--- src/hdl/fit_pkg.sv ---
// Shared widths, sample and total types, zone and intensity thresholds, status codes
package fit_pkg;

    // Clock and time keeping
    localparam int CLK_HZ   = 50_000_000;              // Default system clock rate
    localparam int TIME_W   = 6;                       // Width of seconds and minutes counters
    localparam int TIME_MAX = 59;                      // Last value before wrap

    typedef logic [TIME_W-1:0] time_t;                 // Seconds or minutes value

    // Sample inputs
    typedef logic [7:0] hr_t;                          // Heart rate in bpm
    typedef logic [2:0] steps_t;                       // Steps per second
    typedef logic [7:0] stride_t;                      // Stride length

    // Accumulated values
    typedef logic [15:0] steps_total_t;                // Running step total
    typedef logic [31:0] dist_t;                       // Distance, calories and HR sum
    typedef logic [7:0]  count_t;                      // Number of accepted samples
    typedef logic [15:0] speed_t;                      // Distance per sample

    // Heart rate zone
    localparam int HR_SAFE_MAX = 150;                  // Top of safe zone
    localparam int HR_WARN_MAX = 180;                  // Top of warning zone

    typedef logic [1:0] zone_t;                        // Zone status code

    localparam zone_t ZONE_SAFE  = 2'd0;
    localparam zone_t ZONE_WARN  = 2'd1;
    localparam zone_t ZONE_EMERG = 2'd2;

    // Workout intensity from the average heart rate
    localparam int INT_WARMUP_LT   = 120;              // Below this is warm-up
    localparam int INT_FATBURN_MAX = 160;              // Highest average still fat burn

    localparam logic [1:0] INT_WARMUP  = 2'd0;
    localparam logic [1:0] INT_FATBURN = 2'd1;
    localparam logic [1:0] INT_CARDIO  = 2'd2;

    // Heart rate trend against the previous sample
    localparam logic [1:0] TREND_SAME = 2'd0;
    localparam logic [1:0] TREND_UP   = 2'd1;
    localparam logic [1:0] TREND_DOWN = 2'd2;

    // Calorie estimate is CAL_MUL * count * avg_hr / CAL_DIV
    localparam int CAL_MUL = 15;
    localparam int CAL_DIV = 8000;

endpackage

--- src/hdl/stopwatch.sv ---
// Stopwatch with one-second tick divider and wrapping seconds and minutes counters
module stopwatch #(
    parameter int ticks_per_sec = fit_pkg::CLK_HZ      // Clock cycles per second
) (
    input  logic          clk,
    input  logic          rst,
    output fit_pkg::time_t sec,                         // Seconds 0 to 59
    output fit_pkg::time_t min                          // Minutes 0 to 59
);
    import fit_pkg::*;

    // Divider width, at least one bit even for a degenerate divide by one
    localparam int CNT_W = (ticks_per_sec > 1) ? $clog2(ticks_per_sec) : 1;
    localparam logic [CNT_W-1:0] CNT_LAST = CNT_W'(ticks_per_sec - 1);

    logic [CNT_W-1:0] cyc_cnt;                         // Cycles within the current second
    logic             tick;                            // One-cycle pulse per second
    logic             sec_wrap;                        // Seconds at last value

    // Cycle divider
    always_ff @(posedge clk or posedge rst) begin
        if (rst) begin
            cyc_cnt <= '0;
            tick    <= 1'b0;
        end else begin
            if (cyc_cnt == CNT_LAST) begin
                cyc_cnt <= '0;                         // Second complete
                tick    <= 1'b1;
            end else begin
                cyc_cnt <= cyc_cnt + 1'b1;
                tick    <= 1'b0;
            end
        end
    end

    assign sec_wrap = (sec == time_t'(TIME_MAX));

    // Seconds counter advances the cycle after the tick
    always_ff @(posedge clk or posedge rst) begin
        if (rst) begin
            sec <= '0;
        end else if (tick) begin
            if (sec_wrap)
                sec <= '0;                             // 59 rolls to 0
            else
                sec <= sec + 1'b1;
        end
    end

    // Minutes counter carries from the seconds wrap
    always_ff @(posedge clk or posedge rst) begin
        if (rst) begin
            min <= '0;
        end else if (tick && sec_wrap) begin
            if (min == time_t'(TIME_MAX))
                min <= '0;                             // Hour boundary
            else
                min <= min + 1'b1;
        end
    end

endmodule

--- src/hdl/activity_accum.sv ---
// Per-sample accumulator for steps, distance, heart rate statistics, calories and speed
module activity_accum (
    input  logic                  clk,
    input  logic                  rst,
    input  logic                  valid_in,        // One-cycle sample strobe
    input  fit_pkg::hr_t          hr_in,           // Heart rate of this sample
    input  fit_pkg::steps_t       steps_in,        // Steps in this second
    input  fit_pkg::stride_t      stride_in,       // Stride length
    output fit_pkg::steps_total_t total_steps,
    output fit_pkg::dist_t        total_dist,
    output fit_pkg::dist_t        dist_per_sec,    // Distance of the last sample
    output fit_pkg::count_t       elapsed,         // Samples accepted so far
    output fit_pkg::hr_t          max_hr,
    output fit_pkg::dist_t        avg_hr,          // Includes the latest sample
    output fit_pkg::dist_t        calories,
    output fit_pkg::speed_t       speed
);
    import fit_pkg::*;

    dist_t        hr_sum;                          // Running heart rate sum

    count_t       cnt_next;                        // Count including this sample
    dist_t        cnt_wide;                        // Count as divisor width
    dist_t        sum_next;
    dist_t        dist_step;                       // Steps times stride
    dist_t        dist_next;
    dist_t        avg_next;
    dist_t        cal_next;
    speed_t       speed_next;
    steps_total_t steps_next;
    hr_t          max_next;

    // Next values for a valid sample
    always_comb begin
        cnt_next   = elapsed + 1'b1;
        cnt_wide   = dist_t'(cnt_next);
        sum_next   = hr_sum + dist_t'(hr_in);
        dist_step  = dist_t'(steps_in) * dist_t'(stride_in);
        dist_next  = total_dist + dist_step;
        steps_next = total_steps + steps_total_t'(steps_in);
        max_next   = (hr_in > max_hr) ? hr_in : max_hr;

        // Divisions need a nonzero count; zero only after the count overflows
        if (cnt_wide != '0) begin
            avg_next   = sum_next / cnt_wide;
            speed_next = speed_t'(dist_next / cnt_wide);
        end else begin
            avg_next   = '0;
            speed_next = '0;
        end

        cal_next = (dist_t'(CAL_MUL) * cnt_wide * avg_next) / dist_t'(CAL_DIV);
    end

    // Totals and counters
    always_ff @(posedge clk or posedge rst) begin
        if (rst) begin
            total_steps  <= '0;
            total_dist   <= '0;
            dist_per_sec <= '0;
            elapsed      <= '0;
            hr_sum       <= '0;
        end else if (valid_in) begin
            total_steps  <= steps_next;
            total_dist   <= dist_next;
            dist_per_sec <= dist_step;                 // Only this sample
            elapsed      <= cnt_next;
            hr_sum       <= sum_next;
        end
    end

    // Heart rate statistics and derived figures
    always_ff @(posedge clk or posedge rst) begin
        if (rst) begin
            max_hr   <= '0;
            avg_hr   <= '0;
            calories <= '0;
            speed    <= '0;
        end else if (valid_in) begin
            max_hr   <= max_next;
            avg_hr   <= avg_next;                      // No lag behind the sum
            calories <= cal_next;
            speed    <= speed_next;
        end
    end

endmodule

--- src/hdl/hr_status.sv ---
// Heart rate zone, workout intensity, heart rate trend and step feedback
module hr_status (
    input  logic             clk,
    input  logic             rst,
    input  logic             valid_in,             // One-cycle sample strobe
    input  fit_pkg::hr_t     hr_in,
    input  fit_pkg::steps_t  steps_in,
    input  fit_pkg::dist_t   avg_hr,               // From the accumulator
    output fit_pkg::zone_t   hr_zone,
    output logic [1:0]       intensity,            // Follows avg_hr directly
    output logic [1:0]       hr_trend,
    output logic             step_good             // Steps held or improved
);
    import fit_pkg::*;

    hr_t    prev_hr;                               // Last accepted heart rate
    steps_t prev_steps;                            // Last accepted step rate
    zone_t  zone_next;
    logic [1:0] trend_next;

    // Zone and trend decode of the incoming sample
    always_comb begin
        if (hr_in <= hr_t'(HR_SAFE_MAX))
            zone_next = ZONE_SAFE;
        else if (hr_in <= hr_t'(HR_WARN_MAX))
            zone_next = ZONE_WARN;
        else
            zone_next = ZONE_EMERG;

        if (hr_in > prev_hr)
            trend_next = TREND_UP;
        else if (hr_in < prev_hr)
            trend_next = TREND_DOWN;
        else
            trend_next = TREND_SAME;                   // Equal to last sample
    end

    // Registered status and history
    always_ff @(posedge clk or posedge rst) begin
        if (rst) begin
            hr_zone    <= ZONE_SAFE;
            hr_trend   <= TREND_SAME;
            step_good  <= 1'b0;
            prev_hr    <= '0;
            prev_steps <= '0;
        end else if (valid_in) begin
            hr_zone    <= zone_next;
            hr_trend   <= trend_next;
            step_good  <= (steps_in >= prev_steps);
            prev_hr    <= hr_in;
            prev_steps <= steps_in;
        end
    end

    // Intensity band from the running average
    always_comb begin
        if (avg_hr < dist_t'(INT_WARMUP_LT))
            intensity = INT_WARMUP;
        else if (avg_hr <= dist_t'(INT_FATBURN_MAX))
            intensity = INT_FATBURN;                   // 160 still counts here
        else
            intensity = INT_CARDIO;
    end

endmodule

--- src/hdl/fitness_tracker.sv ---
// Tracker top level joining the stopwatch, activity accumulator and heart rate status
module fitness_tracker #(
    parameter int ticks_per_sec = fit_pkg::CLK_HZ  // Cycles per stopwatch second
) (
    input  logic                  clk,
    input  logic                  rst,

    // Sample interface
    input  logic                  valid_in,
    input  fit_pkg::hr_t          hr_in,
    input  fit_pkg::steps_t       steps_in,
    input  fit_pkg::stride_t      stride_in,

    // Stopwatch
    output fit_pkg::time_t        sec,
    output fit_pkg::time_t        min,

    // Activity totals
    output fit_pkg::steps_total_t total_steps,
    output fit_pkg::dist_t        total_dist,
    output fit_pkg::dist_t        dist_per_sec,
    output fit_pkg::count_t       elapsed,
    output fit_pkg::hr_t          max_hr,
    output fit_pkg::dist_t        avg_hr,          // Also feeds the intensity decode
    output fit_pkg::dist_t        calories,
    output fit_pkg::speed_t       speed,

    // Status
    output fit_pkg::zone_t        hr_zone,
    output logic [1:0]            intensity,
    output logic [1:0]            hr_trend,
    output logic                  step_good
);

    // Free-running time base
    stopwatch #(
        .ticks_per_sec (ticks_per_sec)
    ) u_stopwatch (
        .clk (clk),
        .rst (rst),
        .sec (sec),
        .min (min)
    );

    // Sample accumulation
    activity_accum u_accum (
        .clk          (clk),
        .rst          (rst),
        .valid_in     (valid_in),
        .hr_in        (hr_in),
        .steps_in     (steps_in),
        .stride_in    (stride_in),
        .total_steps  (total_steps),
        .total_dist   (total_dist),
        .dist_per_sec (dist_per_sec),
        .elapsed      (elapsed),
        .max_hr       (max_hr),
        .avg_hr       (avg_hr),
        .calories     (calories),
        .speed        (speed)
    );

    // Zone, trend, steps and intensity
    hr_status u_status (
        .clk       (clk),
        .rst       (rst),
        .valid_in  (valid_in),
        .hr_in     (hr_in),
        .steps_in  (steps_in),
        .avg_hr    (avg_hr),                       // Registered average from u_accum
        .hr_zone   (hr_zone),
        .intensity (intensity),
        .hr_trend  (hr_trend),
        .step_good (step_good)
    );

endmodule

--- config.mk ---
export PLATFORM = sky130hd
export DESIGN_NAME = fitness_tracker
export DESIGN_NICKNAME = d
export VERILOG_FILES = /design/src/hdl/fit_pkg.sv /design/src/hdl/stopwatch.sv /design/src/hdl/activity_accum.sv /design/src/hdl/hr_status.sv /design/src/hdl/fitness_tracker.sv
export SDC_FILE = /design/constraint.sdc
export NUM_CORES = 2
export LEC_CHECK = 0
export ABC_CLOCK_PERIOD_IN_PS = 185600
export BUFFER_PORTS_ARGS = -buffer_cell sky130_fd_sc_hd__buf_2
export CORE_UTILIZATION = 40
export CTS_CLUSTER_SIZE = 12
export DETAILED_ROUTE_END_ITERATION = 10
export GPL_TIMING_DRIVEN = 0
export PLACE_DENSITY = 0.55
export SETUP_SLACK_MARGIN = 0.05
export SYNTH_ARGS = -nofsm -noshare
export SYNTH_HDL_FRONTEND = slang
export SYNTH_HIERARCHICAL = 1
export SYNTH_SLANG_ARGS = --single-unit
--- constraint.sdc ---
create_clock -name clk -period 185.6 [get_ports clk]
set_input_delay 9.28 -clock clk [delete_from_list [all_inputs] [get_ports clk]]
set_output_delay 9.28 -clock clk [all_outputs]
set_load 0.01 [all_outputs]
Yosys cells after proc, flatten, opt, wreduce, memory -nomap -nowiden --
Cells that the tools add are included.
Cells by class: add/subtract/negate cells 7, $mul 3, divide/modulo/power cells 3, magnitude comparators 8, equal/unequal tests 3, muxes and demuxes 12, reductions and logical operators 3
Operators with widths (number):
- 32-bit by 8-bit divider with 32-bit output | 2
- 32-bit by 11-bit adder with 32-bit output | 1
- 32-bit by 8-bit adder with 32-bit output | 1
- 32-bit by 13-bit divider with 32-bit output (second input constant) | 1
- 32-bit by 8-bit less-or-equal comparator with 1-bit output (second input constant) | 1
- 32-bit by 7-bit < comparator with 1-bit output (second input constant) | 1
- 12-bit by 32-bit multiplier with 32-bit output | 1
- 32-bit two-way mux | 1
- 26-bit by 1-bit adder with 26-bit output (second input constant) | 1
- 26-bit equality test (second input constant) | 1
- 26-bit two-way mux | 1
- 16-bit by 3-bit adder with 16-bit output | 1
- 8-bit > comparator | 2
- 8-bit less-or-equal comparator (second input constant) | 2
- 16-bit two-way mux | 1
- 6-bit by 1-bit adder with 6-bit output (second input constant) | 2
- 6-bit equality test (second input constant) | 2
- 4-bit by 8-bit multiplier with 12-bit output (first input constant) | 1
- 2-bit two-way mux | 6
- 6-bit two-way mux | 2
- 3-bit by 8-bit multiplier with 11-bit output | 1
- 8-bit by 1-bit adder with 8-bit output (second input constant) | 1
- 8-bit < comparator | 1
- 8-bit nonzero test | 1
- 4 further kinds | 4
Storage, ports and cells: register bits after elaboration 242, input bits 22, output and inout port bits 195

Depth between registers and ports, before layout --
depth after elaboration 5, mapped depth 562

Hierarchy --
Netlist, hierarchy kept.
By module, submodules not included:
- activity_accum | instances 1, cells an instance 8285, area each 61426.4 um^2, sequential area each 4379.2 um^2
- stopwatch | instances 1, cells an instance 189, area each 1966.9 um^2, sequential area each 975.9 um^2
- hr_status | instances 1, cells an instance 106, area each 963.4 um^2, sequential area each 400.4 um^2

Worst setup path before layout --
OpenSTA, ideal clock, no wires.
path type input-to-reg, start in hr_in[2], end reg u_accum.calories[0], library setup time 0.076 ns, arrival time 114.005 ns, path slack 71.518 ns, stages on the path 540, path buffers 44, cells stage by stage ha_1 -> o21ai_1 -> o21a_1 -> o21a_1 -> buf_6 -> o31a_1 -> or2_2 -> ha_1 -> nand2_1 -> nor4b_1 -> nand4_1 -> o31a_2 -> mux2_2 -> ha_1 -> o21a_1 -> o21ai_0 -> or3_1 -> o31ai_1 -> (+504 left out) -> a211o_1 -> buf_2 -> or3b_2 -> a211oi_1 -> a221oi_1 -> mux2i_1 -> a211oi_1 -> xnor2_1 -> nand3b_1 -> a21oi_1 -> o21bai_1 -> buf_2 -> o21a_1 -> a2111oi_0 -> o211ai_1 -> a311oi_1 -> nand4_1 -> o21ai_1
Between the ends: longest elaborated chain between the ends 5
Ends and longest elaborated chain:
- start, declared | RTL line fitness_tracker.sv:10 | input fit_pkg::hr_t hr_in,
- 32-bit by 8-bit adder with 32-bit output | RTL line activity_accum.sv:37 | sum_next = hr_sum + dist_t'(hr_in);
- net u_accum.sum_next[31] | RTL line activity_accum.sv:24 | dist_t sum_next;
- 32-bit by 8-bit divider with 32-bit output | RTL line activity_accum.sv:45 | avg_next = sum_next / cnt_wide;
- 32-bit two-way mux | RTL line activity_accum.sv:44 | if (cnt_wide != '0) begin
- 12-bit by 32-bit multiplier with 32-bit output | RTL line activity_accum.sv:52 | cal_next = (dist_t'(CAL_MUL) * cnt_wide * avg_next) / dist_t'(CAL_DIV);
- 32-bit by 13-bit divider with 32-bit output | RTL line activity_accum.sv:52
- end signal, assigned | RTL line activity_accum.sv:82 | calories <= cal_next;
- end, declared | RTL line activity_accum.sv:15 | output fit_pkg::dist_t calories,
The timed path passes the listed nets, and every way through them passes these cells. A chain may end at the register's enable or synchronous reset.

Worst setup path after layout --
start in hr_in[0], end reg u_accum.calories[0]
Between the ends: longest elaborated chain between the ends 5
Ends and longest elaborated chain (RTL line):
- 32-bit by 8-bit adder with 32-bit output | activity_accum.sv:37
- 32-bit by 8-bit divider with 32-bit output | activity_accum.sv:45
- 32-bit two-way mux | activity_accum.sv:44
- 12-bit by 32-bit multiplier with 32-bit output | activity_accum.sv:52
- 32-bit by 13-bit divider with 32-bit output | activity_accum.sv:52
No other way between the ends.

==> qor.log <==
[status] run status finished, final reports clean
[sta] final number of hold-violating endpoints 0
[sta] transition time at the pin with the least slew margin 1460 ps
[worst_setup_path] launching element type of the critical path input port
[floorplan] number of cell rows 146
[sta] Setup Skew 36.2 ps
[placement] PortBufs 183
[yosys] cell count after synthesis 8580
[yosys] count of state elements after synthesis 230
[yosys] part of the Yosys area used for sequential elements 0.0894
[clocking] clock-pin slew on the worst setup and hold paths 60 ps
[sta] Sum Neg Setup Slack 0 ps
[routing] Iter 0 DRT Violations 4507
[finish] number of nets in the finished design 9720
[routing] Antenna Violating Nets Remaining 0
[flow_run] count of maximum capacitance violations 0
[worst_setup_path] crit path max fanout 10
[worst_setup_path] CP arrival 142280 ps
[global_route] via count of the first global-routing pass 62600
[clocking] Clk Latency, worst-skew pair 630 ps
[sta] final count of negative-setup-slack endpoints 0
[sta] Slew HR 0.0282
[yosys] average footprint of a synthesized cell 7.50 um^2
[clocking] CTS tree yes
[clocking] number of setup buffers added after CTS 0
[sta] unrepaired setup endpoints after global routing no
[routing] DRC violations left 0
[floorplan] area of the core 0.159 mm^2
[yosys] Cell Area, Synth 0.0644 mm^2
[finish] most frequent cells in the layout 905 x sky130_fd_sc_hd__nand2_1, 828 x sky130_fd_sc_hd__nor2_1, 585 x sky130_fd_sc_hd__ha_1, 488 x sky130_fd_sc_hd__nor3_1, 471 x sky130_fd_sc_hd__a21oi_1
[clocking] largest buffer count on any clock path 3
[worst_setup_path] WP data required 186150 ps
[worst_setup_path] CP peak stage delay 1060 ps
[routing] average routed wire per standard cell 19.5 um
[worst_setup_path] Critical Path Slowest Stage Cell sky130_fd_sc_hd__a311oi_1
[finish] number of fill cells in the layout 16500
[routing] total wire length after detailed routing 215 mm
[finish] growth of design area from synthesis to finish 8.37%
[routing] via count 66000
[routing] iteration count of the initial detailed-routing pass 7
[sta] top achievable clock speed 7.06 MHz
[sta] final max-slew violation count 0
[floorplan] Die X-Extent 403 um
[clocking] Max H-tree Level 2
[clocking] total number of clock tree sinks 230
[global_route] wire length of the first global-routing pass 342 mm
[global_route] overflow left after global routing 0
[placement] DPL Wire Length 177 mm
[yosys] Unique masters post-synth 181
[floorplan] Die Y-Extent 403 um
[global_route] all-layer global routing usage 0.257
[placement] GPL Wtd Cong 0.909
[finish] most common library cell in the layout ignoring fill and taps sky130_fd_sc_hd__nand2_1
[min_path] HP Start u_accum/total_steps[15]
[worst_setup_path] critical path capture point type flip-flop
[min_path] hold-critical path depth 1
[clocking] Inserted Clock Buffers 35
[worst_setup_path] source of the critical timing path hr_in[0]
[global_route] number of antenna violations at the first check in global routing 4
[worst_setup_path] Register-to-Register Path Depth 534
[finish] fraction of layout instances using a drive strength above 1 0.112
[global_route] maximum number of pins on one net before global-route repair 90
[yosys] post-synthesis async set-or-reset flop share 1.00
[sta] final clock period utilization by the worst path 0.764
[clocking] # hold bufs at CTS 0
[yosys] primary flip-flop cell chosen by synthesis mapping sky130_fd_sc_hd__dfrtp_1
[floorplan] Starting Density 0.404
[worst_setup_path] Worst path most repeated cell sky130_fd_sc_hd__o21a_1
[yosys] yosys synthesis warning count 6
[worst_setup_path] Reg2Reg Launch Point u_accum/elapsed[0]
[sta] final worst path period need 141730 ps
[clocking] count of instances resized after the clock tree is built 0
[clocking] CTS Root Buffer Type sky130_fd_sc_hd__clkbuf_16
[floorplan] Boundary Pins 217
[floorplan] area of the die 0.163 mm^2
[min_path] worst hold-check path type flip-flop to flip-flop
[yosys] Post-synth EDFFs 0
[worst_setup_path] category of the most critical setup path input port to flip-flop
[routing] Via-to-Cell Ratio 5.98
sequential cells by signal, summed over array words and instances, names as in the netlist:
register,flops
u_status/prev_steps,3
u_accum/avg_hr,32
u_stopwatch/min,6
u_status/prev_hr,8
u_accum/total_dist,32
u_accum/calories,20
u_stopwatch/cyc_cnt,26
u_accum/speed,16
u_accum/total_steps,16
u_accum/elapsed,8
u_status/step_good,1
u_accum/dist_per_sec,11
u_stopwatch/tick,1
u_accum/hr_sum,32
u_accum/max_hr,8
u_stopwatch/sec,6
u_status/hr_trend,2
u_status/hr_zone,2
worst max-delay path, delay by kind of cell:
kind	cells	cell delay (ps)
fa+ha+maj	40	12850
mux	5	1630
compound gates	272	67850
buf+inv	62	16410
xor+xnor	4	1590
simple gates	149	32330
metal layers:
metal,share of wire,GRT usage,vias to the layer above
met4,0.029,0.0764,4
met2,0.47,0.441,1578
met3,0.046,0.0239,276
met5,0.00020,0,-
met1,0.46,0.341,31700
li1,-,-,32400
path summary, 6_finish.rpt:
kind | to | slack [ps]
worst min-delay path | u_accum/total_steps[15] | 470
worst max-delay path | u_accum/calories[0] | 43870
max in group asynchronous | u_accum/elapsed[0] | 175650
min in group asynchronous | u_accum/total_steps[11] | 8790
worst max register to register | u_accum/calories[0] | 51910
worst min register to register | u_accum/total_steps[15] | 470
cell type report:
type | instances | area, um^2 | share of cell area
Clock inverter | 18 | 274 | 0.00393
Multi-Input combinational cell | 7666 | 55600 | 0.797
Inverter | 436 | 1650 | 0.0237
Buffer | 280 | 1600 | 0.0229
Sequential cell | 230 | 5760 | 0.0826
Antenna cell | 3 | 7.51 | 0.000108
Timing Repair Buffer | 202 | 1230 | 0.0176
Clock buffer | 46 | 987 | 0.0142
Tap cell | 2146 | 2690 | 0.0385
cells in the mapped netlist, drive strengths merged, types with 27 or more instances:
cell type / instances / area [um^2]
and2: 106 / 682
xor2: 172 / 1510
ha: 586 / 7330
o2111ai: 27 / 243
a21oi: 477 / 2420
a31oi: 87 / 581
mux2: 174 / 1970
nor2b: 61 / 382
o21a: 381 / 2870
o21bai: 39 / 293
fa: 261 / 5230
nand3: 252 / 1310
or3: 126 / 808
nand2: 916 / 3480
and3: 111 / 713
or2: 103 / 647
nand4: 131 / 885
mux2i: 105 / 1070
o21ai: 416 / 2150
dfrtp: 230 / 5760
a21o: 130 / 1000
a21boi: 35 / 278
o22ai: 45 / 288
inv: 435 / 1630
a211o: 30 / 267
o2bb2ai: 27 / 243
a211oi: 93 / 753
a2111oi: 27 / 289
nor3: 504 / 2620
and4: 43 / 385
or4: 50 / 408
o211ai: 94 / 746
nor2: 845 / 3220
nor4: 99 / 800
xnor2: 339 / 2980
buf: 115 / 865
o31ai: 170 / 1340
clkbuf: 161 / 692
nand2b: 76 / 478
kinds of logic after synthesis:
kind of cell | count (synthesis) | synth area share
buf+inv | 716 | 0.0502
fa+ha+maj | 858 | 0.197
other cells | 1 | 0.0000583
xor+xnor | 511 | 0.0697
simple gates | 3551 | 0.279
mux | 279 | 0.0473
flops | 230 | 0.0894
compound gates | 2434 | 0.267
metrics by stage:
step	instances	hold slack, ps	setup slack, ps	instance area [um^2]	util
after CTS	11000	474	44410	69700	0.438
after global placement	10900	459	44150	68100	0.428
after detailed placement	11000	462	44530	68500	0.430
after global routing	11000	490	33760	69700	0.438
after floorplan	8612	467	71520	64500	-
final	11000	469	43870	69700	0.438
Power is left out: the tool's default activity adds up to more than one toggle a clock period on the data nets, which glitch-free logic cannot reach.
